--- src/logic/issue_pkg.sv ---
// --------------------
// Issue subsystem shared definitions
// Widths, RISC-V encodings and enums for decode and issue
// --------------------
package issue_pkg;

  // --------------------
  // Widths
  // --------------------

  // Data word
  localparam int XLEN = 32;

  // Architectural register index
  localparam int AREG_BITS = 5;

  // --------------------
  // RISC-V encodings
  // --------------------

  // Major opcodes for register and immediate ALU ops
  localparam logic [6:0] OPC_OP    = 7'b0110011;
  localparam logic [6:0] OPC_OPIMM = 7'b0010011;

  // funct7 of the M extension group, MUL lives here with funct3 000
  localparam logic [6:0] FUNCT7_MULDIV = 7'b0000001;

  // --------------------
  // Enums
  // --------------------

  // Operations carried to the execute pipes
  typedef enum logic [1:0] {
    OP_ADD  = 2'd0,
    OP_ADDI = 2'd1,
    OP_MUL  = 2'd2
  } op_e;

  // Decode register control
  // IDLE is empty, ISSUE is a fresh instruction, HOLD is a stalled one
  typedef enum logic [1:0] {
    IDLE  = 2'd0,
    HOLD  = 2'd1,
    ISSUE = 2'd2
  } issue_state_e;

endpackage

--- src/logic/reg_file.sv ---
`timescale 1ns/10ps
// --------------------
// Architectural register file
// 32 x 32, two combinational reads, one write, x0 hardwired to zero
// --------------------
module reg_file import issue_pkg::*; (
  input  logic                 clk,
  input  logic                 rst,
  input  logic [AREG_BITS-1:0] raddr0,
  output logic [XLEN-1:0]      rdata0,
  input  logic [AREG_BITS-1:0] raddr1,
  output logic [XLEN-1:0]      rdata1,
  input  logic                 wen,
  input  logic [AREG_BITS-1:0] waddr,
  input  logic [XLEN-1:0]      wdata
);

  logic [XLEN-1:0] regs [1<<AREG_BITS];

  // Architectural state starts at zero
  always_ff @(posedge clk) begin
    if (rst) begin
      for (int i = 0; i < (1 << AREG_BITS); i++) begin
        regs[i] <= '0;
      end
    end else if (wen && waddr != '0) begin
      regs[waddr] <= wdata;
    end
  end

  assign rdata0 = regs[raddr0];
  assign rdata1 = regs[raddr1];

  // x0 stays zero across all writebacks
  a_x0_zero: assert property (
    @(posedge clk) disable iff (rst)
    (raddr0 == '0) |-> (rdata0 == '0)
  ) else $error("x0 read back nonzero: %h", rdata0);

endmodule

--- config.mk ---
export PLATFORM = sky130hd
export DESIGN_NAME = reg_file
export DESIGN_NICKNAME = d
export VERILOG_FILES = /design/src/logic/issue_pkg.sv /design/src/logic/reg_file.sv
export SDC_FILE = /design/constraint.sdc
export NUM_CORES = 2
export LEC_CHECK = 0
export BUFFER_PORTS_ARGS = -buffer_cell sky130_fd_sc_hd__buf_2
export CAP_MARGIN = 20
export CORE_MARGIN = 3
export CORE_UTILIZATION = 27
export DETAILED_ROUTE_END_ITERATION = 8
export GPL_TIMING_DRIVEN = 1
export MAX_ROUTING_LAYER = met4
export PLACE_DENSITY = 0.47
export SLEW_MARGIN = 20
export SYNTH_ARGS = -nofsm -noshare
export SYNTH_HDL_FRONTEND = slang
export SYNTH_SLANG_ARGS = --single-unit
--- constraint.sdc ---
create_clock -name clk -period 5.13 [get_ports clk]
set_input_delay 0.513 -clock clk [delete_from_list [all_inputs] [get_ports clk]]
set_output_delay 0.513 -clock clk [all_outputs]
set_load 0.005 [all_outputs]
==> impl_results.md <==
- PwrDens: 328.2 nW/µm²
- I/O pin cnt: 114
- Complex-gate fraction of the synthesized area: 0.07020
- Data required time of the worst path: 4.62 ns
- Slew HR: 0.2221
- First-pass GRT wire length: 309300 µm
- Initial Utilization: 0.2724
- Clock Tree Buf Depth: 3
- Chip height: 461.0 µm
- Total of max-cap violations: 0
- CTS buffer count: 119
- Worst VDD drop: 0.0002643 V
- Final net count: 4643
- Worst path cell trace: buf_8 -> buf_12 -> buf_4 -> mux2i_1 -> a22oi_1 -> nand3_1 -> nand3_1 -> buf_2
- Layout Area Growth over Synthesis: 13.79%
- Crit path largest cell delay: 0.43 ns
- Core Rows: 166
- Drt initial violations: 4271
- H-tree Lvls: 3
- Syn Inst Count: 4605
- Mux cell area share after synthesis: 0.1834
- Avg Inst Size Synth: 12.14 µm²
- Routed WL: 224500 µm
- Worst Setup End Kind: output port
- Final RePlAce weighted congestion: 0.8000
- Final period util: 0.6764
- Yosys cell types: 29
- GRT overflow: 0
- Routed Antenna Nets: 0
- # hold bufs at CTS: 0
- Maximum clock rate: 0.2882 GHz
- Via density: 5.222
- Layout cells sized above 1: 0.1126
- Post-Synth XOR/XNOR Area: 0
- Status: finished, final reports clean
- LEAKAGE: 24.36 nW
- HP Start: rst
- Hold depth: 1
- Crit-path max FO: 53
- Final Worst Setup Slack: 1.660 ns
- DR WL/cell: 30.30 µm
- Core area: 205200 µm²
- Final setup viols: 0
- Setup tns final: 0 ns
- DP Worst Slack: 1.643 ns
- Simple-Gate Fraction of Synth Area: 0.1573
- DRC: 0
- CTS root buf: clkbuf_16
- Final-report hold violation count: 0
- Max reg flops: 1024
- Min-Delay Path Class: input port to flop
- Mapped Area: 55900 µm²
- Startpoint Class: input port
- DR pass1 iterations: 6
- Top flop regs: regs (1024)
- CTS Sinks: 1024
- Ys Warns: 0
- Sequential element share of the synthesized area: 0.5501
- Clock-pin transition on the worst setup and hold timing paths: 0.06 ns
- Post-CTS Setup Bufs: 0
- Worst Max-Slew Pin Slew: 1.167 ns
- Path type of the worst setup path: input port to output port
- Vias in the first global route: 38506
- Buffers on Ports: 113
- Final instance area: 63600 µm²
- Hold path endpoint: regs[0][9]$_SDFFCE_PN0P_
- Initial antenna violation count: 32
- Post-synth top flop: edfxtp_1
- Placement Cell Area: 59730 µm²
- Largest family of logic cells by synthesized area: multiplexers
- Biggest register: regs
- Post_cts resized: 0
- Fill count: 20483
- Fin crit period: 3.470 ns
- CTS tree: done
- Slowest cell on the critical path: buf_8
- WP data arrival: 2.96 ns
- Die area: 212500 µm²
- Largest net degree at the start of global routing: 74
- GRT Overall Usage: 0.2122
- RSZ-0062 raised after global routing: no
- HPWL Detailed: 125700 µm
- Adder-Cell Fraction of Synth Area: 0
- Slew Viols, Final: 0
- FF+latch count, synth: 1024
- Asr flop ratio synth: 0
- Number of synthesized flops with an enable pin: 1024
- Crit path top cell by count: nand3_1
- Die width: 461.0 µm
- Via Count: 38688
## cell usage after synthesis (all sizes together) (33+ instances only)
| master | n | area [µm²] |
|---|---|---|
| edfxtp | 1024 | 30750 |
| mux2i | 1024 | 10250 |
| and2 | 994 | 6218 |
| clkbuf | 234 | 915.9 |
| buf | 212 | 1264 |
| nand2 | 196 | 735.7 |
| nand3 | 194 | 975.9 |
| a21oi | 192 | 960.9 |
| a22oi | 192 | 1441 |
| a22o | 128 | 1121 |
| a31oi | 64 | 400.4 |
| nor3 | 64 | 320.3 |
| nor2 | 35 | 201.5 |
| or2 | 33 | 206.5 |
## cell type report
class | instances | area [µm²] | area share
flip-flops and latches | 1024 | 30750 | 0.4835
multi-input cells | 3166 | 23320 | 0.3666
well taps | 2688 | 3363 | 0.05288
clock buffers | 147 | 3104 | 0.04881
repair buffers | 282 | 2295 | 0.03608
clock inverters | 72 | 699.4 | 0.01100
diodes | 29 | 72.57 | 0.001141
## metrics by stage
step	utilization	total power, mW	hold slack, ns	std cells
2_1_floorplan	-	11.44	0.7112	4636
3_3_place_gp	0.2911	12.54	0.9424	7160
3_5_place_dp	0.2911	12.56	0.9435	7160
4_1_cts	0.3096	21.01	0.1238	7379
5_1_grt	0.3097	21.51	0.1566	7385
6_report	0.3099	20.88	0.1855	7408
## layer usage
| layer | up-vias | wire length, µm | GRT usage |
|---|---|---|---|
| met3 | 309 | 13310 | 0.02493 |
| met2 | 1428 | 107000 | 0.3422 |
| met1 | 20066 | 97350 | 0.2772 |
| met4 | 0 | 6874 | 0.07075 |
| met5 | - | 0 | - |
| li1 | 16885 | - | - |
## logic make-up after synthesis
family	count (synthesis)
AOI/OAI and AO/OA	576
buffers and inverters	446
DFF	1024
muxes	1024
other	1
and+or+nand+nor	1534
## worst max path at each step
stage,start,end,slack (ns),cells after the start
after global routing,raddr1[1],rdata1[30],1.55,8
after global placement,raddr1[1],rdata1[26],1.68,8
after CTS,raddr1[1],rdata1[30],1.65,8
after floorplan,raddr1[1],rdata1[25],2.94,8
after detailed placement,raddr1[1],rdata1[30],1.64,8
final,raddr0[1],rdata0[29],1.66,8
## worst max-delay path, delay by kind of cell
| family | cells | cell delay, ns |
|---|---|---|
| compound gates | 1 | 0.11 |
| simple gates | 2 | 0.40 |
| mux | 1 | 0.23 |
| buf+inv | 4 | 1.46 |
## power breakdown
| group | internal, mW | switching, mW |
|---|---|---|
| combinational | 0.822 | 1.66 |
| clock | 4.79 | 3.69 |
| sequential | 9.67 | 0.239 |
| total | 15.3 | 5.59 |
## layout by cell type, fill, tap and decap left out, drive strengths merged
cell type	count
bufinv	10
inv	3
diode	29
nor2b	5
a21oi	192
nand2	196
nand3	194
clkbuf	147
nand3b	4
nor3	64
a31oi	64
edfxtp	1024
clkinvlp	4
conb	32
nor2	35
a22o	128
or2	33
and2	994
clkinv	55
a22oi	192
nand2b	5
mux2i	1024
or3	2
buf	282
or3b	2
No activity file was read; power rests on OpenSTA's default activity.
