===== src/logic/issue_pkg.sv =====
// --------------------
// Issue subsystem shared definitions
// Widths, RISC-V encodings and enums for decode and issue
// --------------------
package issue_pkg;

  // --------------------
  // Widths
  // --------------------

  // Data word
  localparam int XLEN = 32;

  // Architectural register index
  localparam int AREG_BITS = 5;

  // --------------------
  // RISC-V encodings
  // --------------------

  // Major opcodes for register and immediate ALU ops
  localparam logic [6:0] OPC_OP    = 7'b0110011;
  localparam logic [6:0] OPC_OPIMM = 7'b0010011;

  // funct7 of the M extension group, MUL lives here with funct3 000
  localparam logic [6:0] FUNCT7_MULDIV = 7'b0000001;

  // --------------------
  // Enums
  // --------------------

  // Operations carried to the execute pipes
  typedef enum logic [1:0] {
    OP_ADD  = 2'd0,
    OP_ADDI = 2'd1,
    OP_MUL  = 2'd2
  } op_e;

  // Decode register control
  // IDLE is empty, ISSUE is a fresh instruction, HOLD is a stalled one
  typedef enum logic [1:0] {
    IDLE  = 2'd0,
    HOLD  = 2'd1,
    ISSUE = 2'd2
  } issue_state_e;

endpackage


===== src/logic/writeback_arb.sv =====
`timescale 1ns/10ps
// --------------------
// Writeback arbiter
// Round-robin pick of one pipe result per cycle, drives the register
// write and a registered completion publish port
// --------------------
module writeback_arb import issue_pkg::*; #(
  parameter int NUM_PIPES = 3,
  parameter int SEQ_BITS  = 5
) (
  input  logic                 clk,
  input  logic                 rst,
  input  logic [NUM_PIPES-1:0] res_val,
  output logic [NUM_PIPES-1:0] res_rdy,
  input  logic [XLEN-1:0]      res_data  [NUM_PIPES],
  input  logic [AREG_BITS-1:0] res_waddr [NUM_PIPES],
  input  logic [SEQ_BITS-1:0]  res_seq   [NUM_PIPES],
  output logic                 wb_en,
  output logic [AREG_BITS-1:0] wb_addr,
  output logic [XLEN-1:0]      wb_data,
  output logic                 done_val,
  output logic [SEQ_BITS-1:0]  done_seq,
  output logic [AREG_BITS-1:0] done_waddr,
  output logic [XLEN-1:0]      done_data
);

  localparam int PTR_BITS = (NUM_PIPES > 1) ? $clog2(NUM_PIPES) : 1;

  logic [PTR_BITS-1:0] ptr;
  logic [PTR_BITS-1:0] gnt_idx;
  logic                gnt_any;
  logic [SEQ_BITS-1:0] wb_seq;

  // Search starts at the pointer and wraps
  always_comb begin
    int idx;
    gnt_any = 1'b0;
    gnt_idx = ptr;
    for (int i = 0; i < NUM_PIPES; i++) begin
      idx = int'(ptr) + i;
      if (idx >= NUM_PIPES) idx = idx - NUM_PIPES;
      if (!gnt_any && res_val[idx]) begin
        gnt_any = 1'b1;
        gnt_idx = PTR_BITS'(idx);
      end
    end
  end

  always_comb begin
    res_rdy = '0;
    if (gnt_any) res_rdy[gnt_idx] = 1'b1;
  end

  always_ff @(posedge clk) begin
    if (rst) begin
      ptr      <= '0;
      wb_en    <= 1'b0;
      done_val <= 1'b0;
    end else begin
      wb_en    <= gnt_any;
      done_val <= wb_en;
      if (gnt_any) begin
        ptr <= (int'(gnt_idx) == NUM_PIPES - 1) ? '0 : gnt_idx + 1'b1;
      end
    end
  end

  // Write payload, then its completion copy one cycle later
  always_ff @(posedge clk) begin
    wb_addr    <= res_waddr[gnt_idx];
    wb_data    <= res_data[gnt_idx];
    wb_seq     <= res_seq[gnt_idx];
    done_seq   <= wb_seq;
    done_waddr <= wb_addr;
    done_data  <= wb_data;
  end

  a_one_grant: assert property (@(posedge clk) disable iff (rst) $onehot0(res_rdy));

endmodule


===== config.mk =====
export PLATFORM = sky130hd
export DESIGN_NAME = writeback_arb
export DESIGN_NICKNAME = d
export VERILOG_FILES = /design/src/logic/issue_pkg.sv /design/src/logic/writeback_arb.sv
export SDC_FILE = /design/constraint.sdc
export NUM_CORES = 1
export LEC_CHECK = 0
export BUFFER_PORTS_ARGS = -buffer_cell sky130_fd_sc_hd__buf_2
export CORE_MARGIN = 5
export CORE_UTILIZATION = 43
export DETAILED_ROUTE_END_ITERATION = 7
export PLACE_DENSITY_LB_ADDON = 0.15
export SYNTH_ARGS = -nofsm -noshare
export SYNTH_HDL_FRONTEND = slang
export SYNTH_SLANG_ARGS = --single-unit

===== constraint.sdc =====
create_clock -name clk -period 6.05 [get_ports clk]
set_clock_uncertainty 0.05 [all_clocks]
set_input_delay 0 -clock clk [delete_from_list [all_inputs] [get_ports clk]]
set_output_delay 0 -clock clk [all_outputs]
set_load 0.02 [all_outputs]

==> results.md <==
| Stage | Result | Reported |
|:---|:---|:---|
| global routing | Global-route wire length before repair | 16.7 mm |
| timing | Final count of pins violating max slew | 0 |
| worst setup path | Type of destination of the critical path | register |
| worst setup path | Setup slack on the worst flop-to-flop path | 2.04 ns |
| worst setup path | Cells traversed along the worst timing path | inv_1 > ha_1 > mux2i_1 > mux2_2 > nand2_1 > o21ai_2 > o221a_2 > a221o_1 > dlygate4sd3_1 |
| timing | Final cycle utilization of the critical path | 66.4% |
| place | Dpl hpwl | 6.90 mm |
| global routing | Antenna violations before repair | 0 |
| place | Total instance count after detailed placement | 522 |
| cells and area | Final design utilization | 75.4% |
| synthesis | Warnings from Yosys | 0 |
| synthesis | Seq/Total Area, Yosys | 59.8% |
| cts | Number of clock sinks | 88 |
| worst setup path | Max FO, Critical Path | 43 |
| status | Status | finished clean |
| die | Number of rows created at floorplan | 30 |
| worst setup path | Cells on worst reg2reg path | 9 |
| worst setup path | Instance count on the critical path | 9 |
| timing | Unrepaired setup endpoints after global routing | no |
| cells and area | Signed area change from the synthesized netlist to the final layout | 71.8% |
| cts | Clock tree from TritonCTS | done |
| routing | Routed wire per std cell | 17.7 microns |
| cells and area | Post-route standard cell area excluding fillers | 5060 sq um |
| worst setup path | End point of the critical path | wb_data[0] |
| power and ir drop | Design Power | 0.00301 W |
| worst setup path | CP Buf/Inv Count | 2 |
| routing | Number of vias after detailed routing | 3242 |
| timing | Transition time of the tightest slew-check pin | 1.18 ns |
| die | Die Area | 8610 sq um |
| synthesis | Netlist area before placement | 2950 sq um |
| global routing | Via count of the first global-routing pass | 3301 |
| die | IO Pins | 215 |
| die | Height of the die | 92.8 microns |
| cts | Root buffer selected by CTS | sky130_fd_sc_hd__clkbuf_8 |
| power and ir drop | Static Leak | 2.65 nW |
| place | Cell area after placement | 4020 sq um |
| routing | Detailed-router iteration count before antenna repair | 4 |
| timing | Final setup TNS | 0 ns |
| global routing | Total GRT Usage | 24.6% |
| place | Count of buffers inserted at the top-level ports | 214 |
| synthesis | Syn nets | 382 |
| timing | Hold Fails Final Rpt | 0 |
| worst hold path | Startpoint of the most critical hold path | wb_seq[3] |
| synthesis | Average instance area after synthesis | 11.9 sq um |
| power and ir drop | Pwr/cell area | 595 nW/um^2 |
| cts | Number of buffers created by CTS | 9 |
| worst setup path | Maximum single-stage delay on the critical path | 0.98 ns |
| cts | Maximum level of the CTS H-tree | 3 |
| die | Core outline area | 6720 sq um |
| worst setup path | Worst Setup Start Kind | register |
| die | Die outline width | 92.8 microns |
| routing | Iteration-0 DRC count of the detailed router | 128 |
| global routing | Pin count of the biggest net entering global routing | 44 |
| die | Initial Util | 43.9% |
| cts | Clock Pin Slew Worst Setup and Hold Paths | 0.08 ns |
| worst setup path | WS Path Type | reg2reg |
| place | Placer Congestion | 0.842 |
| synthesis | Post-synthesis instance total | 247 |
| timing | Final number of setup-violating endpoints | 0 |
| worst setup path | Worst R2R End | wb_data[0] |
| cts | Clock latency on the worst-skew pair | 0.34 ns |
| power and ir drop | Worst VDD drop | 0.240 mV |
| worst setup path | Kind of cell with the highest combined delay on the critical path | compound AO/OA/AOI/OAI gates |
| worst setup path | Critical R2R Launch | ptr[1] |
| cells and area | Post-layout nets | 673 |
| routing | Drc violations | 0 |
| routing | Mean number of vias per cell | 5.20 |
| routing | Post-Route WL | 11.0 mm |
| worst setup path | Worst EP arrival | 4.24 ns |
| worst hold path | HP Class | reg2reg |
| global routing | Leftover overflow at the end of global routing | 0 |
| worst setup path | CP max-delay cell | sky130_fd_sc_hd__o221a_2 |
| timing | Final Critical Period | 4.01 ns |
| timing | Tightest slew margin relative to the limit | 21.0% |
| cells and area | Non-filler cells in the finished layout | 623 |
| flow run | Number of maximum-capacitance constraint violations | 0 |
| synthesis | Unique masters post-synth | 35 |
| cells and area | Layout cell share with drive strength beyond 1 | 44.2% |
| cts | Maximum clock path buffer count | 2 |
| worst setup path | Critical Path Source | ptr[1] |
| worst setup path | Required time of the worst setup path | 6.28 ns |
| cells and area | Antenna fix cells | 0 |
| synthesis | #FFs+latches synth | 88 |
| routing | Final ANT Viol Nets | 0 |
| timing | Achievable clock frequency | 249 MHz |
[how the worst min path moves through the flow]
stage                     depth (start not counted)            end
after floorplan                                   1         ptr[0]
after global placement                            2         ptr[1]
after detailed placement                          2         ptr[0]
after CTS                                         0    done_seq[3]
after global routing                              0  done_waddr[3]
final                                             0    done_seq[3]
[stage by stage]
step,setup slack (ns),hold slack [ns]
floorplan,3.28,0.0191
global placement,2.71,0.161
detailed placement,2.61,0.166
CTS,2.07,0.280
global route,1.71,0.286
finish,2.04,0.281
[where the power goes]
part	internal, W	switching (W)
clock	0.000175	0.000208
sequential	0.000866	0.0000999
combinational	0.000778	0.000887
total	0.00182	0.00119
[registers in the layout (all words and copies together), names as in the netlist]
signal and cells:
done_data 32, wb_data 32, done_seq 5, done_waddr 5
wb_addr 5, wb_seq 5, ptr 2, done_val 1
wb_en 1
[cells in the mapped netlist, drive strengths merged]
library cell,n,area share [%]
nor2,4,0.51
nor3b,1,0.25
a31oi,1,0.21
and3,44,9.3
a32oi,1,0.30
buf,9,2.8
and2,4,0.85
inv,4,0.51
dfxtp,88,60
a211o,1,0.30
o221a,1,0.38
nor2b,1,0.21
mux2i,3,1.0
clkbuf,12,1.6
a2bb2oi,1,0.30
or2,3,0.64
a221o,42,14
o221ai,1,0.30
or2b,1,0.25
and3b,1,0.30
o32a,1,0.34
a21oi,3,0.64
a31o,1,0.30
nand2,7,0.89
o32ai,1,0.30
nand3,2,0.34
o21ai,1,0.17
ha,4,1.7
a32o,1,0.34
nand3b,2,0.51
mux2,1,0.38
[placed cells by master (no fill, tap or decap), types with 3 or more instances in the layout]
cell	synthesis	routed
sky130_fd_sc_hd__inv_1	4	4
sky130_fd_sc_hd__buf_2	3	214
sky130_fd_sc_hd__dfxtp_1	88	88
sky130_fd_sc_hd__ha_1	4	4
sky130_fd_sc_hd__mux2i_1	3	3
sky130_fd_sc_hd__clkbuf_8	0	11
sky130_fd_sc_hd__dlygate4sd3_1	0	85
sky130_fd_sc_hd__and2_1	4	4
sky130_fd_sc_hd__nor2_1	4	4
sky130_fd_sc_hd__nand2_1	7	7
sky130_fd_sc_hd__and3_1	44	44
sky130_fd_sc_hd__a221o_1	42	42
[what timing repair did]
item | CTS | global route
hold buffers | 85 | 0
resized for setup | 0 | 0
setup buffers | 0 | 0
hold endpoints to repair | 46 | 0
[kinds of logic after synthesis]
kind of cell | Yosys count | synth area share, %
AOI/OAI and AO/OA | 56 | 18.1
buffers and inverters | 25 | 4.88
muxes | 4 | 1.40
adders and majority gates | 4 | 1.70
and+or+nand+nor | 70 | 14.1
DFF | 88 | 59.8
[metal layers]
layer	track usage, %	vias to the layer above	wire, microns
met2	45.0	169	5870
met3	6.50	31	794
met4	10.6	0	328
met1	26.4	1521	4030
met5	0	-	0
li1	-	1521	-
[layout make-up]
type                    instances  area (sq um)
repair buffers                301          1940
flip-flops and latches         88          1760
fillers                       470          1660
multi-input cells             134          1060
clock buffers                  11           151
well taps                      80           100
clock inverters                 5          38.8
inverters                       4          15.0
No activity file was read; power rests on OpenSTA's default activity.
