`config.mk`:
```
export PLATFORM = sky130hd
export DESIGN_NAME = exec_pipe
export DESIGN_NICKNAME = d
export VERILOG_FILES = /design/src/logic/issue_pkg.sv /design/src/logic/exec_pipe.sv
export SDC_FILE = /design/constraint.sdc
export NUM_CORES = 1
export LEC_CHECK = 0
export BUFFER_PORTS_ARGS = -buffer_cell sky130_fd_sc_hd__buf_2
export CORE_MARGIN = 2
export CORE_UTILIZATION = 64
export CTS_CLUSTER_DIAMETER = 200
export DETAILED_ROUTE_END_ITERATION = 12
export PLACE_DENSITY = 0.83
export SYNTH_ARGS = -nofsm -noshare
export SYNTH_HDL_FRONTEND = slang
export SYNTH_SLANG_ARGS = --single-unit
```
`constraint.sdc`:
```
create_clock -name clk -period 9.1 [get_ports clk]
set_input_delay 1.82 -clock clk [delete_from_list [all_inputs] [get_ports clk]]
set_output_delay 1.82 -clock clk [all_outputs]
set_load 0.05 [all_outputs]
```
`src/logic/issue_pkg.sv`:
```
// --------------------
// Issue subsystem shared definitions
// Widths, RISC-V encodings and enums for decode and issue
// --------------------
package issue_pkg;

  // --------------------
  // Widths
  // --------------------

  // Data word
  localparam int XLEN = 32;

  // Architectural register index
  localparam int AREG_BITS = 5;

  // --------------------
  // RISC-V encodings
  // --------------------

  // Major opcodes for register and immediate ALU ops
  localparam logic [6:0] OPC_OP    = 7'b0110011;
  localparam logic [6:0] OPC_OPIMM = 7'b0010011;

  // funct7 of the M extension group, MUL lives here with funct3 000
  localparam logic [6:0] FUNCT7_MULDIV = 7'b0000001;

  // --------------------
  // Enums
  // --------------------

  // Operations carried to the execute pipes
  typedef enum logic [1:0] {
    OP_ADD  = 2'd0,
    OP_ADDI = 2'd1,
    OP_MUL  = 2'd2
  } op_e;

  // Decode register control
  // IDLE is empty, ISSUE is a fresh instruction, HOLD is a stalled one
  typedef enum logic [1:0] {
    IDLE  = 2'd0,
    HOLD  = 2'd1,
    ISSUE = 2'd2
  } issue_state_e;

endpackage

```
`src/logic/exec_pipe.sv`:
```
`timescale 1ns/10ps
// --------------------
// Execute pipe
// Two stages, operand register then add or multiply with held result
// --------------------
module exec_pipe import issue_pkg::*; #(
  parameter int SEQ_BITS = 5
) (
  input  logic                 clk,
  input  logic                 rst,
  input  logic                 iss_val,
  output logic                 iss_rdy,
  input  op_e                  iss_op,
  input  logic [XLEN-1:0]      iss_a,
  input  logic [XLEN-1:0]      iss_b,
  input  logic [AREG_BITS-1:0] iss_waddr,
  input  logic [SEQ_BITS-1:0]  iss_seq,
  output logic                 res_val,
  input  logic                 res_rdy,
  output logic [XLEN-1:0]      res_data,
  output logic [AREG_BITS-1:0] res_waddr,
  output logic [SEQ_BITS-1:0]  res_seq
);

  // Stage one
  logic                 s1_val;
  op_e                  s1_op;
  logic [XLEN-1:0]      s1_a;
  logic [XLEN-1:0]      s1_b;
  logic [AREG_BITS-1:0] s1_waddr;
  logic [SEQ_BITS-1:0]  s1_seq;

  logic            s2_val;
  logic            s2_free;
  logic [XLEN-1:0] alu_out;

  assign s2_free = !s2_val || res_rdy;
  assign iss_rdy = !s1_val || s2_free;

  // Low word of the product for MUL
  always_comb begin
    case (s1_op)
      OP_MUL:  alu_out = s1_a * s1_b;
      default: alu_out = s1_a + s1_b;
    endcase
  end

  always_ff @(posedge clk) begin
    if (rst) begin
      s1_val <= 1'b0;
      s2_val <= 1'b0;
    end else begin
      if (iss_rdy) s1_val <= iss_val;
      if (s2_free) s2_val <= s1_val;
    end
  end

  always_ff @(posedge clk) begin
    if (iss_val && iss_rdy) begin
      s1_op    <= iss_op;
      s1_a     <= iss_a;
      s1_b     <= iss_b;
      s1_waddr <= iss_waddr;
      s1_seq   <= iss_seq;
    end
    if (s1_val && s2_free) begin
      res_data  <= alu_out;
      res_waddr <= s1_waddr;
      res_seq   <= s1_seq;
    end
  end

  assign res_val = s2_val;

  a_res_stable: assert property (
    @(posedge clk) disable iff (rst)
    (res_val && !res_rdy) |=> $stable(res_data)
  );

endmodule

```
==> results.tsv, run 1 <==
stage	metric	value	unit
global_route	GR Util met3	10.49	%
job	Max-Cap Viols	0	
setup_path	crit path capture type	register	
route	antenna viol nets, final	0	
setup_path	Startpoint Class	register	
synth	post-synthesis net count	2775	
setup_path	WP buf/inv	4	
synth	Seq cells post-synth	120	
global_route	Most Crowded Layer GR	met2	
setup_path	Crit. Startpoint	s1_b[10]	
layout	# fillers	2381	
setup_path	CP dominant cell by count	fa_1	
global_route	GRT Residual Overflow	0	
synth	Primary FF master, synth	edfxtp_1	
global_route	met1 global-route usage	49.45	%
timing	final max-slew violation count	0	
global_route	GRT met2 Usage	58.23	%
place	Detailed Place HPWL	45.57	mm
setup_path	WP data arrival	8.53	ns
setup_path	Max FO, Critical Path	22	
layout	area grow syn2layout	7.496	%
synth	Synth async-reset ratio	0	%
clock_network	clock insertion delay at the later pin of the skew report	0.45	ns
timing	Slew HR	12.99	%
hold_path	Hold Path Class	reg -> reg	
floorplan	Die Span Y	186.1	um
synth	Avg Synthesized Cell Area	9.950	um^2
setup_path	Crit Reg-Reg Startpoint	s1_b[10]	
route	Starting DRT DRC Count	1422	
synth	Synth Instances	2132	
place	Final Wtd Congestion	1.009	
setup_path	Slowest cell on crit path	edfxtp_1	
clock_network	cts bufs inserted	17	
clock_network	cts repair resizes	0	
hold_path	worst hold path startpoint	s1_seq[3]	
route	TritonRoute pass-1 iters	6	
setup_path	CP required	9.37	ns
floorplan	Rows	66	
timing	worst-margin pin slew	1.305	ns
route	Remaining DRCs	0	
setup_path	Worst path max stage delay	1.22	ns
clock_network	TritonCTS clock tree	yes	
synth	number of flops mapped to enable cells by yosys	118	
synth	Synth Warn #	0	
setup_path	delay-heaviest family, CP	adder cells	
timing	min cycle time layout	8.266	ns
floorplan	die area	34620	um^2
timing	final setup vio count	0	
clock_network	# hold bufs at CTS	0	
route	WL final	59.18	mm
synth	sequential share of the synthesized area	16.89	%
route	routed wire length per instance	22.24	um
floorplan	Starting Density	65.04	%
status	status	complete, no violations	
clock_network	post-CTS setup buffers	0	
global_route	largest net degree at the start of global routing	77	
route	Via density	5.860	
floorplan	CORE AREA	32620	um^2
timing	RSZ-0062 raised after global routing	false	
clock_network	Clock Path Buffers	2	
timing	clk_skew	0.01592	ns
route	vias	15590	
synth	post-synthesis cell type count	64	
timing	final hold violations	0	
floorplan	die width	186.1	um
global_route	number of global-route vias before repair	16960	
layout	final-stage net count	2844	
layout	share of cells above drive strength 1	8.853	%
timing	fin crit share	90.84	%
timing	setup tns final	0	ns
synth	Synth Cell Area	21210	um^2
clock_network	clk slew on worst S/H paths	0.07	ns
clock_network	CTS H-tree lvls	4	
clock_network	root buf cell	clkbuf_16	
setup_path	FF-to-FF setup slack	0.83	ns
setup_path	kind of critical path	reg -> reg	
timing	Fin Hold WS	0.4205	ns
timing	fmax	0.1210	GHz
global_route	initial antenna violation count	9	
place	Port Buffer Count	123	
setup_path	worst path cell trace	ha_1 -> inv_1 -> fa_1 -> inv_1 -> fa_1 -> fa_1 -> inv_1 -> fa_1 -> inv_1 -> fa_1 -> fa_1 -> fa_1 -> fa_1 -> ha_1 -> nand4_1 -> nor2_1 -> o211ai_1 -> a21oi_1 -> o211ai_2 -> a21boi_1 -> o21ai_0 -> a2111o_1 -> o31ai_1	
global_route	first-pass GRT wire length	94.12	mm
global_route	Total Routing Usage GR	37.02	%
floorplan	I/O Pins	124	
clock_network	TritonCTS Sinks	120	
sequential cells by signal, summed over array words and instances (netlist names):
| name | count |
|---|---|
| res_data | 32 |
| s1_a | 32 |
| s1_b | 32 |
| res_seq | 5 |
| res_waddr | 5 |
| s1_seq | 5 |
| s1_waddr | 5 |
| s1_op | 2 |
| res_val | 1 |
| s1_val | 1 |
worst reg2reg max path, stage by stage, from the launching register on:
cell,delay [ns]
edfxtp_1,1.22
ha_1,0.45
inv_1,0.15
fa_1,0.39
inv_1,0.08
fa_1,0.44
fa_1,0.52
inv_1,0.05
fa_1,0.47
inv_1,0.05
fa_1,0.48
fa_1,0.60
fa_1,0.45
fa_1,0.47
ha_1,0.38
nand4_1,0.14
nor2_1,0.30
o211ai_1,0.14
a21oi_1,0.33
o211ai_2,0.17
a21boi_1,0.20
o21ai_0,0.11
a2111o_1,0.43
o31ai_1,0.09
final timing paths:
kind	to	cells after the start
setup / recovery	res_data[29]	23
hold / removal	res_seq[3]	0
setup reg to reg	res_data[29]	23
hold reg to reg	res_seq[3]	0
placed cells by master (no fill, tap or decap), drive strengths merged, types with 13 or more instances in the layout:
cell      n
ha      154
buf     141
a21oi    60
xor2     21
clkbuf   17
a21o     23
inv     399
xnor2    80
edfxtp  118
nand2   254
o21ai    34
nor2     42
fa      409
and2    310
o21a     13
cell type report:
class	count	area [um^2]	area share, %
antenna	5	12.51	0.05487
clock buffer	17	425.4	1.865
clock inverter	15	178.9	0.7846
inverter	391	1468	6.436
multi-input combinational	1530	15830	69.43
sequential	120	3583	15.71
tap	442	553.0	2.425
timing repair buffer	141	750.7	3.292
cell families after synthesis:
| group | Yosys count | synth area share (%) |
|---|---|---|
| fa+ha+maj | 563 | 47.68 |
| buf+inv | 482 | 8.534 |
| compound gates | 197 | 6.311 |
| simple gates | 664 | 16.18 |
| mux | 5 | 0.2359 |
| xor+xnor | 101 | 4.170 |
| flops | 120 | 16.89 |
through the flow:
step | worst slack [ns] | instance area, um^2 | std cells | util (%)
after floorplan | 2.236 | 21210 | 2132 | -
after global placement | 1.139 | 22190 | 2624 | 68.02
after detailed placement | 1.042 | 22190 | 2624 | 68.02
after CTS | 0.9817 | 22790 | 2656 | 69.87
after global routing | 0.6268 | 22790 | 2657 | 69.88
final | 0.8340 | 22800 | 2661 | 69.91
cell usage after synthesis (all sizes together), types with 3 or more instances:
cell type | number | area share (%)
nor2b | 8 | 0.24
nor2 | 42 | 0.74
a21boi | 4 | 0.14
nand2 | 254 | 4.5
and2 | 310 | 9.1
o211ai | 7 | 0.32
a21oi | 60 | 1.4
xnor2 | 80 | 3.3
nand4 | 3 | 0.088
ha | 154 | 9.1
nor3 | 9 | 0.24
mux2i | 5 | 0.24
and3 | 7 | 0.21
edfxtp | 118 | 17
buf | 3 | 0.059
o21ai | 34 | 0.84
a211oi | 12 | 0.50
a31oi | 4 | 0.12
inv | 391 | 6.9
nand3 | 10 | 0.24
nand2b | 8 | 0.24
o21a | 13 | 0.46
xor2 | 21 | 0.87
o31ai | 11 | 0.41
a21o | 23 | 0.82
o21bai | 12 | 0.44
fa | 409 | 39
clkbuf | 88 | 1.6
layer usage:
metal / part of all wire, % / vias up
met5: 0.046 / -
met4: 3.7 / 4
met3: 12 / 159
met2: 46 / 907
met1: 38 / 7826
li1: - / 6698
Power of run 1 is left out: the tool's default activity adds up to more than one toggle a clock period on the data nets, which glitch-free logic cannot reach.
==> run 2, diff against run 1 <==
--- a/config.mk
+++ b/config.mk
@@ -6,7 +6,6 @@
 export NUM_CORES = 1
 export LEC_CHECK = 0
 export BUFFER_PORTS_ARGS = -buffer_cell sky130_fd_sc_hd__buf_2
-export CORE_MARGIN = 2
 export CORE_UTILIZATION = 64
 export CTS_CLUSTER_DIAMETER = 200
 export DETAILED_ROUTE_END_ITERATION = 12
==> constraint.sdc (replaced) <==
create_clock -name clk -period 9.1 [get_ports clk]
set_input_delay 1.82 -clock clk [delete_from_list [all_inputs] [get_ports clk]]
set_output_delay 1.82 -clock clk [all_outputs]
set_load 0.01 [all_outputs]
==> run 2 against run 1 <==
Final cell count barely moved; global-route usage fell by 0.53 points; count of clock-buffer cells in the layout rose by 1; critical path depth did not move; final area fell by 0.26%; routed wire length fell by 2.2%; flip-flop and latch count did not move; sequential share of layout area barely moved; critical endpoint unchanged; largest cell class unchanged.
==> results.tsv, run 2 (same netlist as run 1, synthesis figures left out) <==
stage	metric	value	unit	change
route	Starting DRT DRC Count	1583		was 1,422
timing	final hold violations	0		unchanged
timing	RSZ-0062 raised after global routing	false		unchanged
clock_network	Clock Path Buffers	2		unchanged
setup_path	Startpoint Class	register		unchanged
setup_path	crit path capture type	register		unchanged
clock_network	cts bufs inserted	17		unchanged
layout	most frequent cells in the layout	409 x fa_1, 391 x inv_1, 308 x and2_1		unchanged
setup_path	WP buf/inv	4		unchanged
timing	final max-slew violation count	0		unchanged
floorplan	CORE AREA	32540	um^2	was 32,620 um^2
timing	Slew HR	13.34	%	was 12.99%
layout	Top Registers	res_data: 32 flops, s1_a: 32 flops, s1_b: 32 flops		unchanged
setup_path	CP dominant cell by count	fa_1		unchanged
global_route	initial antenna violation count	2		was 9
place	Port Buffer Count	123		unchanged
setup_path	FF-to-FF setup slack	0.99	ns	was 0.83 ns
job	Max-Cap Viols	0		unchanged
clock_network	cts repair resizes	0		unchanged
route	TritonRoute pass-1 iters	6		unchanged
setup_path	Max FO, Critical Path	23		was 22
global_route	GRT Residual Overflow	0		unchanged
status	status	complete, no violations		unchanged
setup_path	worst path cell trace	ha_1 -> inv_1 -> fa_1 -> inv_1 -> fa_1 -> fa_1 -> inv_1 -> fa_1 -> inv_1 -> fa_1 -> fa_1 -> fa_1 -> fa_1 -> ha_1 -> nand3_1 -> nor2_1 -> o211ai_1 -> a21oi_1 -> o211ai_2 -> a21boi_1 -> o21ai_0 -> a2111o_1 -> o31ai_1		was ha_1 -> inv_1 -> fa_1 -> inv_1 -> fa_1 -> fa_1 -> inv_1 -> fa_1 -> inv_1 -> fa_1 -> fa_1 -> fa_1 -> fa_1 -> ha_1 -> nand4_1 -> nor2_1 -> o211ai_1 -> a21oi_1 -> o211ai_2 -> a21boi_1 -> o21ai_0 -> a2111o_1 -> o31ai_1
global_route	largest net degree at the start of global routing	77		unchanged
clock_network	root buf cell	clkbuf_16		unchanged
timing	clk_skew	0.01669	ns	was 0.01592 ns
clock_network	TritonCTS clock tree	yes		unchanged
timing	min cycle time layout	8.108	ns	was 8.266 ns
global_route	first-pass GRT wire length	91.67	mm	was 94.12 mm
floorplan	die area	33880	um^2	was 34,620 um^2
floorplan	Starting Density	65.20	%	was 65.04%
setup_path	CP required	9.32	ns	was 9.37 ns
timing	worst-margin pin slew	1.297	ns	was 1.305 ns
route	routed wire length per instance	21.76	um	was 22.24 um
clock_network	TritonCTS Sinks	120		unchanged
floorplan	Rows	66		unchanged
setup_path	delay-heaviest family, CP	adder cells		unchanged
floorplan	I/O Pins	124		unchanged
setup_path	WP data arrival	8.33	ns	was 8.53 ns
setup_path	kind of critical path	reg -> reg		unchanged
global_route	Total Routing Usage GR	36.49	%	was 37.02%
route	antenna viol nets, final	0		unchanged
global_route	number of global-route vias before repair	16990		was 16.96k
route	Via density	5.878		was 5.860
clock_network	clock insertion delay at the later pin of the skew report	0.43	ns	was 0.45 ns
setup_path	Worst path max stage delay	1.17	ns	was 1.22 ns
layout	area grow syn2layout	7.219	%	was 7.496%
layout	commonest non-fill, non-tap cell in the layout	fa_1		unchanged
clock_network	clk slew on worst S/H paths	0.06	ns	was 0.07 ns
floorplan	Die Span Y	184.1	um	was 186.1 um
clock_network	# hold bufs at CTS	0		unchanged
clock_network	post-CTS setup buffers	0		unchanged
timing	setup tns final	0	ns	unchanged
timing	fin crit share	89.10	%	was 90.84%
hold_path	Hold Path Class	reg -> reg		unchanged
place	Detailed Place HPWL	44.97	mm	was 45.57 mm
layout	share of cells above drive strength 1	8.849	%	was 8.853%
layout	final-stage net count	2845		was 2,844
clock_network	CTS H-tree lvls	4		unchanged
setup_path	Slowest cell on crit path	edfxtp_1		unchanged
route	WL final	57.87	mm	was 59.18 mm
floorplan	die width	184.1	um	was 186.1 um
timing	final setup vio count	0		unchanged
route	Remaining DRCs	0		unchanged
route	vias	15630		was 15.59k
timing	fmax	0.1233	GHz	was 0.1210 GHz
place	Final Wtd Congestion	0.9904		was 1.009
-- run 2: changes by cell type in the layout (fill, tap and decap cells not counted) --
cell        previous run  this run
clkinv_8               5         0
clkinvlp_4             0         3
diode_2                5         2
clkinv_2               0         2
inv_8                  4         2
buf_4                 18        19
clkbuf_1               0         1
inv_6                  4         5
-- run 2: path summary, 6_finish.rpt --
kind / cells after the start / start / to
worst max register to register: 23 / s1_b[9] / res_data[29]
worst max-delay path: 23 / s1_b[9] / res_data[29]
worst min-delay path: 0 / s1_waddr[1] / res_waddr[1]
worst min register to register: 0 / s1_waddr[1] / res_waddr[1]
-- run 2: final cells by class --
type                            instances  area [um^2]
Sequential cell                       120         3583
Clock buffer                           18        429.2
Fill cell                            2370         9791
Tap cell                              442        553.0
Inverter                              391         1468
Clock inverter                         14        116.4
Timing Repair Buffer                  142        758.2
Multi-Input combinational cell       1530        15830
Antenna cell                            2        5.005
-- run 2: worst register-to-register path: stages (launching register included) --
cell and delay [ns]:
edfxtp_1 1.17, ha_1 0.41, inv_1 0.12, fa_1 0.41, inv_1 0.08, fa_1 0.43
fa_1 0.51, inv_1 0.05, fa_1 0.48, inv_1 0.05, fa_1 0.48, fa_1 0.56
fa_1 0.43, fa_1 0.51, ha_1 0.42, nand3_1 0.11, nor2_1 0.22, o211ai_1 0.13
a21oi_1 0.32, o211ai_2 0.16, a21boi_1 0.20, o21ai_0 0.11, a2111o_1 0.43, o31ai_1 0.11
-- run 2: metal layers --
metal | part of all wire (%) | vias up | track usage [%] | routed length [um]
li1 | - | 6693 | - | -
met1 | 38 | 7870 | 48.16 | 22220
met2 | 46 | 889 | 57.68 | 26790
met3 | 11 | 176 | 8.875 | 6345
met4 | 4.3 | 2 | 15.83 | 2508
met5 | 0.022 | - | 0 | 13
-- run 2: metrics by stage --
step / std cells / worst slack [ns] / area [um^2] / util (%) / hold slack, ns
floorplan: 2132 / 2.236 / 21210 / - / 0.4003
global placement: 2625 / 1.200 / 22200 / 68.22 / 0.4011
finish: 2659 / 0.9920 / 22750 / 69.91 / 0.4139
global route: 2658 / 0.7090 / 22740 / 69.90 / 0.4174
CTS: 2657 / 1.126 / 22740 / 69.89 / 0.4152
detailed placement: 2625 / 1.191 / 22200 / 68.22 / 0.4052
Power of run 2 is left out for the same reason.
