## src/logic/issue_pkg.sv

```systemverilog
// --------------------
// Issue subsystem shared definitions
// Widths, RISC-V encodings and enums for decode and issue
// --------------------
package issue_pkg;

  // --------------------
  // Widths
  // --------------------

  // Data word
  localparam int XLEN = 32;

  // Architectural register index
  localparam int AREG_BITS = 5;

  // --------------------
  // RISC-V encodings
  // --------------------

  // Major opcodes for register and immediate ALU ops
  localparam logic [6:0] OPC_OP    = 7'b0110011;
  localparam logic [6:0] OPC_OPIMM = 7'b0010011;

  // funct7 of the M extension group, MUL lives here with funct3 000
  localparam logic [6:0] FUNCT7_MULDIV = 7'b0000001;

  // --------------------
  // Enums
  // --------------------

  // Operations carried to the execute pipes
  typedef enum logic [1:0] {
    OP_ADD  = 2'd0,
    OP_ADDI = 2'd1,
    OP_MUL  = 2'd2
  } op_e;

  // Decode register control
  // IDLE is empty, ISSUE is a fresh instruction, HOLD is a stalled one
  typedef enum logic [1:0] {
    IDLE  = 2'd0,
    HOLD  = 2'd1,
    ISSUE = 2'd2
  } issue_state_e;

endpackage

```

## src/logic/decode_issue.sv

```systemverilog
`timescale 1ns/10ps
// --------------------
// Decode and issue stage
// Decodes ADD, ADDI and MUL, tracks pending writes in a scoreboard
// and issues each ready instruction to the lowest-indexed ready pipe
// --------------------
module decode_issue import issue_pkg::*; #(
  parameter int NUM_PIPES = 3,
  parameter int SEQ_BITS  = 5
) (
  input  logic                 clk,
  input  logic                 rst,
  input  logic [XLEN-1:0]      inst,
  input  logic [XLEN-1:0]      pc,
  input  logic [SEQ_BITS-1:0]  seq,
  input  logic                 inst_val,
  output logic                 inst_rdy,
  output logic [AREG_BITS-1:0] raddr0,
  output logic [AREG_BITS-1:0] raddr1,
  input  logic [XLEN-1:0]      rdata0,
  input  logic [XLEN-1:0]      rdata1,
  output logic [NUM_PIPES-1:0] iss_val,
  input  logic [NUM_PIPES-1:0] iss_rdy,
  output op_e                  iss_op,
  output logic [XLEN-1:0]      iss_a,
  output logic [XLEN-1:0]      iss_b,
  output logic [AREG_BITS-1:0] iss_waddr,
  output logic [SEQ_BITS-1:0]  iss_seq,
  input  logic                 wb_en,
  input  logic [AREG_BITS-1:0] wb_addr
);

  issue_state_e state;
  issue_state_e state_nxt;

  // Decode register
  logic [XLEN-1:0]     inst_q;
  logic [XLEN-1:0]     pc_q;
  logic [SEQ_BITS-1:0] seq_q;

  // Instruction fields
  logic [6:0]           opcode;
  logic [2:0]           funct3;
  logic [6:0]           funct7;
  logic [AREG_BITS-1:0] rs1;
  logic [AREG_BITS-1:0] rs2;
  logic [AREG_BITS-1:0] rd;
  logic [XLEN-1:0]      imm;
  op_e                  op;
  logic                 legal;

  logic [(1<<AREG_BITS)-1:0] pending;
  logic                      full;
  logic                      hazard;
  logic                      iss_fire;
  logic                      accept;
  logic [NUM_PIPES-1:0]      pick;

  // --------------------
  // Decode
  // --------------------
  assign opcode = inst_q[6:0];
  assign rd     = inst_q[11:7];
  assign funct3 = inst_q[14:12];
  assign rs1    = inst_q[19:15];
  assign rs2    = inst_q[24:20];
  assign funct7 = inst_q[31:25];
  assign imm    = {{(XLEN-12){inst_q[31]}}, inst_q[31:20]};

  always_comb begin
    op    = OP_ADD;
    legal = 1'b0;
    if (funct3 == 3'b000) begin
      if (opcode == OPC_OPIMM) begin
        op    = OP_ADDI;
        legal = 1'b1;
      end else if (opcode == OPC_OP && funct7 == FUNCT7_MULDIV) begin
        op    = OP_MUL;
        legal = 1'b1;
      end else if (opcode == OPC_OP && funct7 == 7'b0000000) begin
        legal = 1'b1;
      end
    end
  end

  // --------------------
  // Hazards and pipe select
  // --------------------
  assign full = (state != IDLE);

  // ADDI has no rs2, those bits are immediate
  assign hazard = pending[rs1] || (op != OP_ADDI && pending[rs2]) || pending[rd];

  // Lowest set bit of the ready vector
  assign pick     = iss_rdy & (~iss_rdy + NUM_PIPES'(1));
  assign iss_val  = (full && !hazard) ? pick : '0;
  assign iss_fire = |iss_val;

  // New instruction may enter while the held one leaves
  assign inst_rdy = !full || iss_fire;
  assign accept   = inst_val && inst_rdy;

  // Operands are read in the issue cycle
  assign raddr0    = rs1;
  assign raddr1    = rs2;
  assign iss_op    = op;
  assign iss_a     = rdata0;
  assign iss_b     = (op == OP_ADDI) ? imm : rdata1;
  assign iss_waddr = rd;
  assign iss_seq   = seq_q;

  always_comb begin
    state_nxt = state;
    case (state)
      IDLE: begin
        if (inst_val) state_nxt = ISSUE;
      end
      default: begin
        if (iss_fire) begin
          state_nxt = inst_val ? ISSUE : IDLE;
        end else begin
          state_nxt = HOLD;
        end
      end
    endcase
  end

  always_ff @(posedge clk) begin
    if (rst) begin
      state   <= IDLE;
      pending <= '0;
    end else begin
      state <= state_nxt;
      if (wb_en) pending[wb_addr] <= 1'b0;
      if (iss_fire && rd != '0) pending[rd] <= 1'b1;
    end
  end

  always_ff @(posedge clk) begin
    if (accept) begin
      inst_q <= inst;
      pc_q   <= pc;
      seq_q  <= seq;
    end
  end

  // --------------------
  // Checks
  // --------------------
  a_legal: assert property (@(posedge clk) disable iff (rst) full |-> legal)
    else $error("illegal instruction %h at pc %h", inst_q, pc_q);

  a_one_issue: assert property (@(posedge clk) disable iff (rst) $onehot0(iss_val));

  // Writeback must never retire a destination that is being claimed
  a_sb_set_clr: assert property (
    @(posedge clk) disable iff (rst)
    !(iss_fire && rd != '0 && wb_en && wb_addr == rd)
  );

endmodule

```

## config.mk

```make
export PLATFORM = sky130hd
export DESIGN_NAME = decode_issue
export DESIGN_NICKNAME = d
export VERILOG_FILES = /design/src/logic/issue_pkg.sv /design/src/logic/decode_issue.sv
export SDC_FILE = /design/constraint.sdc
export NUM_CORES = 1
export LEC_CHECK = 0
export BUFFER_PORTS_ARGS = -buffer_cell sky130_fd_sc_hd__buf_4
export CORE_MARGIN = 5
export CORE_UTILIZATION = 30
export CTS_CLUSTER_SIZE = 30
export DETAILED_ROUTE_END_ITERATION = 8
export GPL_ROUTABILITY_DRIVEN = 1
export GPL_TIMING_DRIVEN = 0
export PLACE_DENSITY = 0.66
export SLEW_MARGIN = 20
export SYNTH_ARGS = -nofsm -noshare
export SYNTH_HDL_FRONTEND = slang
export SYNTH_SLANG_ARGS = --single-unit
```

## constraint.sdc

```tcl
create_clock -name clk -period 3.89 [get_ports clk]
set_clock_uncertainty 0.15 [all_clocks]
set_input_delay 0.389 -clock clk [delete_from_list [all_inputs] [get_ports clk]]
set_output_delay 0.389 -clock clk [all_outputs]
set_load 0.005 [all_outputs]
```

==> results.yml, run 1 <==
logic_synthesis:
  netlist_instances: 416
  synth.most_common_cell: "nand2_1"
  seq_area_frac_synth_pct: 42.3
  yosys.area.top_type_share_pct: 26.2
  async_reset_ff_share_pct: 0
  yosysUniqueCellTypes: 41
  avgSynthCellArea_um2: 10.2
  netlist_top_cells_count: "nand2_1, o21ai_0, buf_4, edfxtp_1, dfxtp_1"
  synth_top_area_cell: "edfxtp_1"
  synth_ff_type: "edfxtp_1"
  synth-edff-count: 37
  synthesis.nets: 561
  ys_ff_latch: 71
  synth.area.top_cells: "edfxtp_1, dfxtp_1, mux4_2"
  yosysWarnings: 0
  synth_area_mm2: 0.00423
timing:
  slew_headroom_pct: 42.5
  setup_viol: 0
  hold_ws_ps: 78.5
  finalCritPeriodShare_pct: 95.7
  slew_violations: 0
  worstMarginPinSlew_ps: 861
  timing.fmax_mhz: 269
  hold_viol_final: 0
  post-route-min-period_ps: 3720
  setup_tns_ps: 0
die:
  start_util_pct: 30.5
  die-height_um: 129
  rows: 43
  die_x_um: 129
  core_mm2: 0.0139
  die_area_mm2: 0.0166
  io_pins: 235
worst_setup_path:
  cp.arrival_ps: 3180
  rr_startpoint: "inst_q[8]"
  critPathLaunchType: "flop"
  r2r_slack_ps: 560
  r2r-end: "pending[1]"
  required_ps: 3350
  crit_type: "reg -> out"
  cp_max_fo: 10
  reg2regPathDepth: 9
  cp-end-kind: "output pin"
detailed_routing:
  num_vias: 3971
  initialDrtViolationCount: 348
  drt_first_pass_iters: 5
  antenna_left: 0
  wl_um: 15000
  wl_per_cell_um: 19.1
  drc: 0
  via_per_inst: 5.05
clock_network:
  path_clk_slew_ps: 60
  clockBufferDepth: 2
  clk_latency_ps: 330
  clock-sinks: 71
  htreeDepth: 3
  cts_root_buffer: "clkbuf_16"
  ctsHoldBuffers: 0
  cts_tree: "built"
  numCtsBuffers: 9
layout:
  drive_gt1_share_pct: 45.0
  n_antenna_cell: 0
  final_util_pct: 44.0
  final_nets: 746
  fillers: 1337
  syn2layout_area_growth_pct: 44.1
  regArea_mm2: 0.00179
  multi_input_area_mm2: 0.00200
worst_hold_path:
  whs_endpoint: "inst_q[12]"
  hold_start: "inst[12]"
  hold_class: "in -> reg"
  min_path_cells: 1
pwr:
  p_sw_share_pct: 26.3
  combPwrFrac_pct: 23.9
  power.switching_mw: 0.589
  ir_worst_vdd_mv: 0.194
  power_frac_seq_pct: 40.7
  power_density_mw_per_mm2: 367
  clockPowerShare_pct: 35.4
  power.leakage_nw: 2.66
  p_int_mw: 1.65
grt:
  first_global_vias: 3979
  antenna_found_initial: 0
  grt_pass1_wl_um: 21700
  grt_start_max_net_pins: 31
  grt_overflow: 0
  grt_usage_pct: 17.1
placed_design:
  io_buffers: 170
  dpl.hpwl_um: 12100
  gp_congestion: 0.924
run:
  drv_cap: 0
status:
  status: "finished clean"
[layer usage]
layer / global-route usage, % / vias up / share of wire, %
met5: 0 / - / 0
met4: 5.62 / 0 / 2.1
met3: 5.02 / 29 / 11
met2: 29.9 / 231 / 52
met1: 19.9 / 1865 / 35
li1: - / 1846 / -
[per-stage QoR]
stage	setup WS, ps	total power [mW]	cell area (um^2)	instances
finish	167	2.24	6100	786
global route	-37.7	2.33	6100	786
CTS	27.0	2.24	6040	782
detailed placement	233	1.45	5760	767
global placement	-448	1.43	5730	766
floorplan	368	1.18	4230	416
[critical path, cell delays in order (launching register included)]
cell and delay, ps:
edfxtp_1 340, buf_2 230, buf_2 280, mux4_2 320, mux2_2 280, a22o_1 230, nor4_4 440, nand3_2 200
nor4b_1 350, buf_4 170
[registers in the layout, summed over array words and instances, names as in the netlist]
register  cells
inst_q       32
state         2
iss_seq       5
pending      32
[power by group through the flow]
stage | combinational (mW) | sequential (mW) | clock [mW]
5_1_grt | 0.577 | 0.921 | 0.830
3_5_place_dp | 0.517 | 0.929 | 0
3_3_place_gp | 0.497 | 0.928 | 0
4_1_cts | 0.513 | 0.919 | 0.808
6_report | 0.535 | 0.913 | 0.793
2_1_floorplan | 0.261 | 0.916 | 0
[worst max path at each step]
stage          slack, ps    endpoint  cells after the start        from
6_report             170  iss_val[2]                      9   inst_q[8]
5_1_grt              -40  iss_val[2]                      9   inst_q[8]
4_1_cts               30  iss_val[2]                      7  inst_q[15]
3_5_place_dp         230  iss_val[2]                      8  inst_q[15]
3_3_place_gp        -450   inst_q[8]                      6  inst_q[15]
2_1_floorplan        370   inst_q[0]                      6   inst_q[8]
[repair_timing]
action                                  4_1_cts  5_1_grt
gates resized for setup                       0        2
cloned                                        0        0
endpoints found under the setup margin        3        2
buffers inserted                              0        4
pin swaps                                     0        1
[cell type report]
type	instances	share of cell area, %
Clock buffer	9	3.69
Clock inverter	7	1.05
Multi-Input combinational cell	273	32.7
Timing Repair Buffer	175	22.1
Inverter	4	0.246
Buffer	67	7.10
Tap cell	180	3.69
Sequential cell	71	29.4
[logic make-up after synthesis]
logic type      after synthesis  share of synthesized area (%)
compound gates               81                           11.6
buf+inv                      72                           10.6
flops                        71                           42.3
mux                          38                           15.1
simple gates                154                           20.4
[cells in the final DEF (no fill, tap or decap), types with 3 or more instances in the layout]
master and n:
mux2_2 6, nor2_1 13, buf_2 3, mux4_2 20, and3b_1 3, a21o_1 21, nor3_1 4, nor3b_1 5
nand2_1 56, nand3_1 4, inv_1 4, buf_4 219, nand3b_1 20, buf_12 3, dfxtp_1 34, clkbuf_16 9
edfxtp_1 37, nand4_1 5, nor4b_1 4, o21ai_0 50, nand2b_1 5, clkbuf_1 16, nor2b_1 21, mux2i_1 11
(Power assumes the default switching activity.)
==> run 2: changes to the inputs <==
==> constraint.sdc (replaced) <==
create_clock -name clk -period 4.3 [get_ports clk]
set_clock_uncertainty 0.15 [all_clocks]
set_input_delay 0.43 -clock clk [delete_from_list [all_inputs] [get_ports clk]]
set_output_delay 0.43 -clock clk [all_outputs]
set_load 0.005 [all_outputs]
==> results.yml, run 2 (synthesis results as in run 1) <==
clock_network:
  numCtsBuffers: 9
  path_clk_slew_ps: 60
  clockBufferDepth: 2
  ctsHoldBuffers: 0
  clock-sinks: 71
  cts_resized: 0
  htreeDepth: 3
  clk_latency_ps: 330
  cts_root_buffer: "clkbuf_16"
  cts_setup_buffers: 0
  cts_tree: "built"
placed_design:
  io_buffers: 170
  dpl.hpwl_um: 12100
  pre_cts_slack_ps: 602
  gp_congestion: 0.924
timing:
  timing.fmax_mhz: 256
  setup_tns_ps: 0
  slew_violations: 0
  setup_ws_ps: 397
  hold_viol_final: 0
  finalCritPeriodShare_pct: 90.8
  post-route-min-period_ps: 3900
  worstMarginPinSlew_ps: 861
  slew_headroom_pct: 42.5
  setup_viol: 0
  rsz0062_at_grt: "no"
pwr:
  power_frac_seq_pct: 41.4
  combPwrFrac_pct: 22.9
  ir_worst_vdd_mv: 0.175
  power_density_mw_per_mm2: 332
  power.switching_mw: 0.529
  clockPowerShare_pct: 35.7
  p_int_mw: 1.48
  p_sw_share_pct: 26.3
  power.leakage_nw: 2.63
worst_setup_path:
  cp_cell_sequence: "mux4_2 -> mux2i_1 -> mux2i_1 -> mux2i_1 -> nand3_2 -> nor4b_1 -> buf_4"
  cp-end-kind: "output pin"
  crit_top_cell: "mux2i_1"
  cp_num_buf_inv: 1
  critPathTopFamily: "multiplexers"
  reg2regPathDepth: 6
  crit_end: "iss_val[2]"
  critPathLaunchType: "flop"
  cpMaxStageDelayCell: "edfxtp_1"
  r2r_slack_ps: 910
  crit_type: "reg -> out"
  cp.depth: 7
  startpoint: "inst_q[15]"
  max_stage_delay_ps: 720
  required_ps: 3720
  cp.arrival_ps: 3320
  rr_startpoint: "inst_q[15]"
  r2r-end: "inst_q[8]"
  cp_max_fo: 9
detailed_routing:
  num_vias: 3979
  via_per_inst: 5.09
  wl_per_cell_um: 19.1
  drc: 0
  antenna_left: 0
  initialDrtViolationCount: 320
  wl_um: 14900
  drt_first_pass_iters: 5
die:
  die_x_um: 129
  die-height_um: 129
  die_area_mm2: 0.0166
  io_pins: 235
  core_mm2: 0.0139
  start_util_pct: 30.5
  rows: 43
layout:
  final_cell_mix: "buf_4, nand2_1, o21ai_0"
  drive_gt1_share_pct: 44.4
  final_util_pct: 43.5
  final_nets: 742
  multi_input_area_mm2: 0.00199
  final_common_cell: "buf_4"
  fillers: 1345
  regArea_mm2: 0.00179
  syn2layout_area_growth_pct: 42.7
  n_antenna_cell: 0
grt:
  grt_usage_pct: 17.1
  grt_pass1_wl_um: 21700
  antenna_found_initial: 0
  grt_start_max_net_pins: 31
  first_global_vias: 3981
  grt_overflow: 0
run:
  drv_cap: 0
worst_hold_path:
  hold_class: "in -> reg"
status:
  status: "finished clean"
## run 2: cell types whose count changed in the layout (fill, tap and decap cells not counted)
cell	change
mux2i_2	-1
buf_1	+1
buf_12	-2
mux2i_1	+1
buf_4	-2
clkbuf_2	-1
## run 2: worst min path at each step
| stage | start | to | slack (ps) | depth (start not counted) |
|---|---|---|---|---|
| floorplan | pending[0] | pending[0] | 290 | 2 |
| finish | inst[12] | inst_q[12] | 120 | 1 |
| global route | inst[4] | inst_q[4] | 110 | 1 |
| detailed placement | pending[0] | pending[0] | 340 | 2 |
| CTS | inst[12] | inst_q[12] | 110 | 1 |
| global placement | pending[0] | pending[0] | 330 | 2 |
## run 2: cell type report
cell class,count,area share (%)
multi-input cells,273,33.0
clock buffers,9,3.73
repair buffers,171,21.5
clock inverters,7,1.06
well taps,180,3.73
plain buffers,67,7.15
inverters,4,0.249
flip-flops and latches,71,29.7
## run 2: metrics by stage
step	area, um^2	hold WS [ps]	power (mW)	cells
floorplan	4230	294	1.06	416
global placement	5730	332	1.29	766
detailed placement	5760	344	1.31	767
CTS	6040	112	2.03	783
global route	6040	113	2.09	782
finish	6040	120	2.01	782
## run 2: power groups by stage
stage | Sequential (mW) | Clock [mW] | Combinational [mW]
floorplan | 0.829 | 0 | 0.236
CTS | 0.826 | 0.731 | 0.470
global placement | 0.840 | 0 | 0.450
detailed placement | 0.840 | 0 | 0.468
finish | 0.831 | 0.717 | 0.460
global route | 0.839 | 0.751 | 0.495
## run 2: worst reg2reg max path: stages (launching register included)
cell	delay [ps]
edfxtp_1	720
mux4_2	570
mux2i_1	290
mux2i_1	130
mux2i_1	500
a32o_2	460
buf_12	240
## run 2: per-layer routing
layer	global-route usage (%)	up-vias	routed length, um
li1	-	1837	-
met1	19.9	1860	5240
met2	29.9	254	7720
met3	5.02	28	1660
met4	5.62	0	306
met5	0	-	0
==> run 3: changes to the inputs <==
--- a/config.mk
+++ b/config.mk
@@ -5,6 +5,7 @@
 export SDC_FILE = /design/constraint.sdc
 export NUM_CORES = 1
 export LEC_CHECK = 0
+export ABC_AREA = 1
 export BUFFER_PORTS_ARGS = -buffer_cell sky130_fd_sc_hd__buf_4
 export CORE_MARGIN = 5
 export CORE_UTILIZATION = 30
@@ -12,7 +13,7 @@
 export DETAILED_ROUTE_END_ITERATION = 8
 export GPL_ROUTABILITY_DRIVEN = 1
 export GPL_TIMING_DRIVEN = 0
-export PLACE_DENSITY = 0.66
+export PLACE_DENSITY = 0.65
 export SLEW_MARGIN = 20
 export SYNTH_ARGS = -nofsm -noshare
 export SYNTH_HDL_FRONTEND = slang
==> results.yml, run 3 <==
logic_synthesis:
  synth_area_mm2: 0.00455
  synth_xor_xnor_area_share_pct: 0
  yosys.area.top_type_share_pct: 24.4
  synth_top_family_by_area: "simple AND/OR/NAND/NOR gates"
  async_reset_ff_share_pct: 0
  synthSimpleGateAreaFrac_pct: 37.1
  netlist_top_cells_count: "nand2_1, nor2_1, inv_1, nand3_1, buf_4"
  synth_top_area_cell: "edfxtp_1"
  ys_ff_latch: 71
  synthMuxAreaShare_pct: 0
  synthesis.nets: 821
  synth.most_common_cell: "nand2_1"
  yosysWarnings: 0
  synth.area.top_cells: "edfxtp_1, nand2_1, dfxtp_1"
  netlist_instances: 676
  synth_compound_area_share_pct: 6.68
  yosysUniqueCellTypes: 28
  seq_area_frac_synth_pct: 39.3
  synth-adder-area-share_pct: 0
  avgSynthCellArea_um2: 6.74
  synth-edff-count: 37
  synth_ff_type: "edfxtp_1"
detailed_routing:
  initialDrtViolationCount: 252
  antenna_left: 0
  wl_per_cell_um: 14.1
  num_vias: 4822
  drc: 0
  via_per_inst: 4.59
  drt_first_pass_iters: 7
  wl_um: 14800
pwr:
  power.leakage_nw: 3.13
  total_power_mw: 2.02
  power_density_mw_per_mm2: 314
  ir_worst_vdd_mv: 0.172
worst_setup_path:
  cp_cell_sequence: "buf_4 -> inv_2 -> buf_4 -> nand2_1 -> nand3_1 -> nand3_1 -> nand3_1 -> nand2_1 -> nand2_1 -> nand2_1 -> nor2_4 -> nand2_1 -> nor4_1 -> buf_4"
  cpMaxStageDelayCell: "edfxtp_1"
  max_stage_delay_ps: 380
  critPathLaunchType: "flop"
  crit_type: "reg -> out"
  startpoint: "inst_q[15]"
  cp.arrival_ps: 2470
  required_ps: 3720
  cp-end-kind: "output pin"
  cp_max_fo: 10
  crit_top_cell: "nand2_1"
  rr_startpoint: "inst_q[15]"
placed_design:
  gp_congestion: 0.892
  dpl.hpwl_um: 11300
  io_buffers: 169
  placed_cells: 1034
layout:
  layout.cells.non_filler: 1050
  final_common_cell: "buf_4"
  fillers: 1568
  syn2layout_area_growth_pct: 41.4
  final_cell_mix: "buf_4, nand2_1, nor2_1"
  drive_gt1_share_pct: 31.0
  regArea_mm2: 0.00179
  final_nets: 1002
  n_antenna_cell: 0
  multi_input_area_mm2: 0.00201
die:
  die_x_um: 133
  io_pins: 235
  die_area_mm2: 0.0177
  core_mm2: 0.0150
  start_util_pct: 30.3
  rows: 45
  die-height_um: 133
timing:
  rsz0062_at_grt: "no"
  worstMarginPinSlew_ps: 863
  finalCritPeriodShare_pct: 71.0
  setup_tns_ps: 0
  slew_headroom_pct: 42.2
  hold_viol_final: 0
  slew_violations: 0
  post-route-min-period_ps: 3050
  timing.fmax_mhz: 328
  setup_viol: 0
clock_network:
  ctsHoldBuffers: 0
  htreeDepth: 3
  cts_tree: "built"
  numCtsBuffers: 9
  cts_resized: 0
  path_clk_slew_ps: 60
  clk_latency_ps: 340
  cts_root_buffer: "clkbuf_16"
  cts_setup_buffers: 0
  clock-sinks: 71
  clockBufferDepth: 2
grt:
  grt_usage_pct: 16.1
  antenna_found_initial: 0
  grt_pass1_wl_um: 22900
  grt_start_max_net_pins: 24
  grt_overflow: 0
  first_global_vias: 4622
run:
  drv_cap: 0
worst_hold_path:
  hold_start: "inst[6]"
  hold_class: "in -> reg"
status:
  status: "finished clean"
## run 3: cell types whose count changed after synthesis, sizes merged, moves of 21 or more
cell	change
nand3	+53
o21ai	-33
nor2	+93
nand2	+162
a21o	-21
nor2b	-21
inv	+61
a21oi	+31
## run 3: layout make-up
cell class | count | share of cell area (%)
Buffer | 73 | 8.10
Clock buffer | 11 | 3.94
Clock inverter | 5 | 1.22
Inverter | 66 | 3.87
Multi-Input combinational cell | 466 | 31.2
Sequential cell | 71 | 27.8
Tap cell | 188 | 3.65
Timing Repair Buffer | 170 | 20.1
## run 3: worst paths after layout
path                end  slack [ps]  cells past startpoint
max          iss_val[2]        1250                     14
min reg2reg  pending[0]         390                      2
min           inst_q[6]         110                      1
max reg2reg  inst_q[16]        1340                     16
## run 3: logic make-up (layout without fill, tap and decap cells)
family	Yosys count	after routing
AOI/OAI and AO/OA	56	56
buffers and inverters	139	325
DFF	71	71
and+or+nand+nor	410	410
## run 3: power breakdown
group	internal (mW)	switching, mW	leakage [nW]
sequential	0.754	0.0198	0.628
clock	0.542	0.292	0.165
combinational	0.205	0.208	2.34
## run 3: routing by layer
layer  global-route usage (%)  routed length (um)
met4                     7.37                 528
met2                     26.6                6890
met5                        0                   0
met3                     4.65                1530
met1                     19.5                5850
## run 3: worst max-delay path: cells and delay by family (launching register included)
family / cells / cell delay [ps]
buf+inv: 4 / 670
simple gates: 10 / 1080
flops: 1 / 380
## run 3: metrics by stage
step	area [um^2]	hold slack, ps	util [%]	setup WS (ps)
4_1_cts	6440	105	42.8	1250
3_5_place_dp	6110	383	40.6	1340
3_3_place_gp	6060	377	40.3	715
6_report	6440	115	42.8	1250
5_1_grt	6440	105	42.8	998
2_1_floorplan	4550	307	-	1440
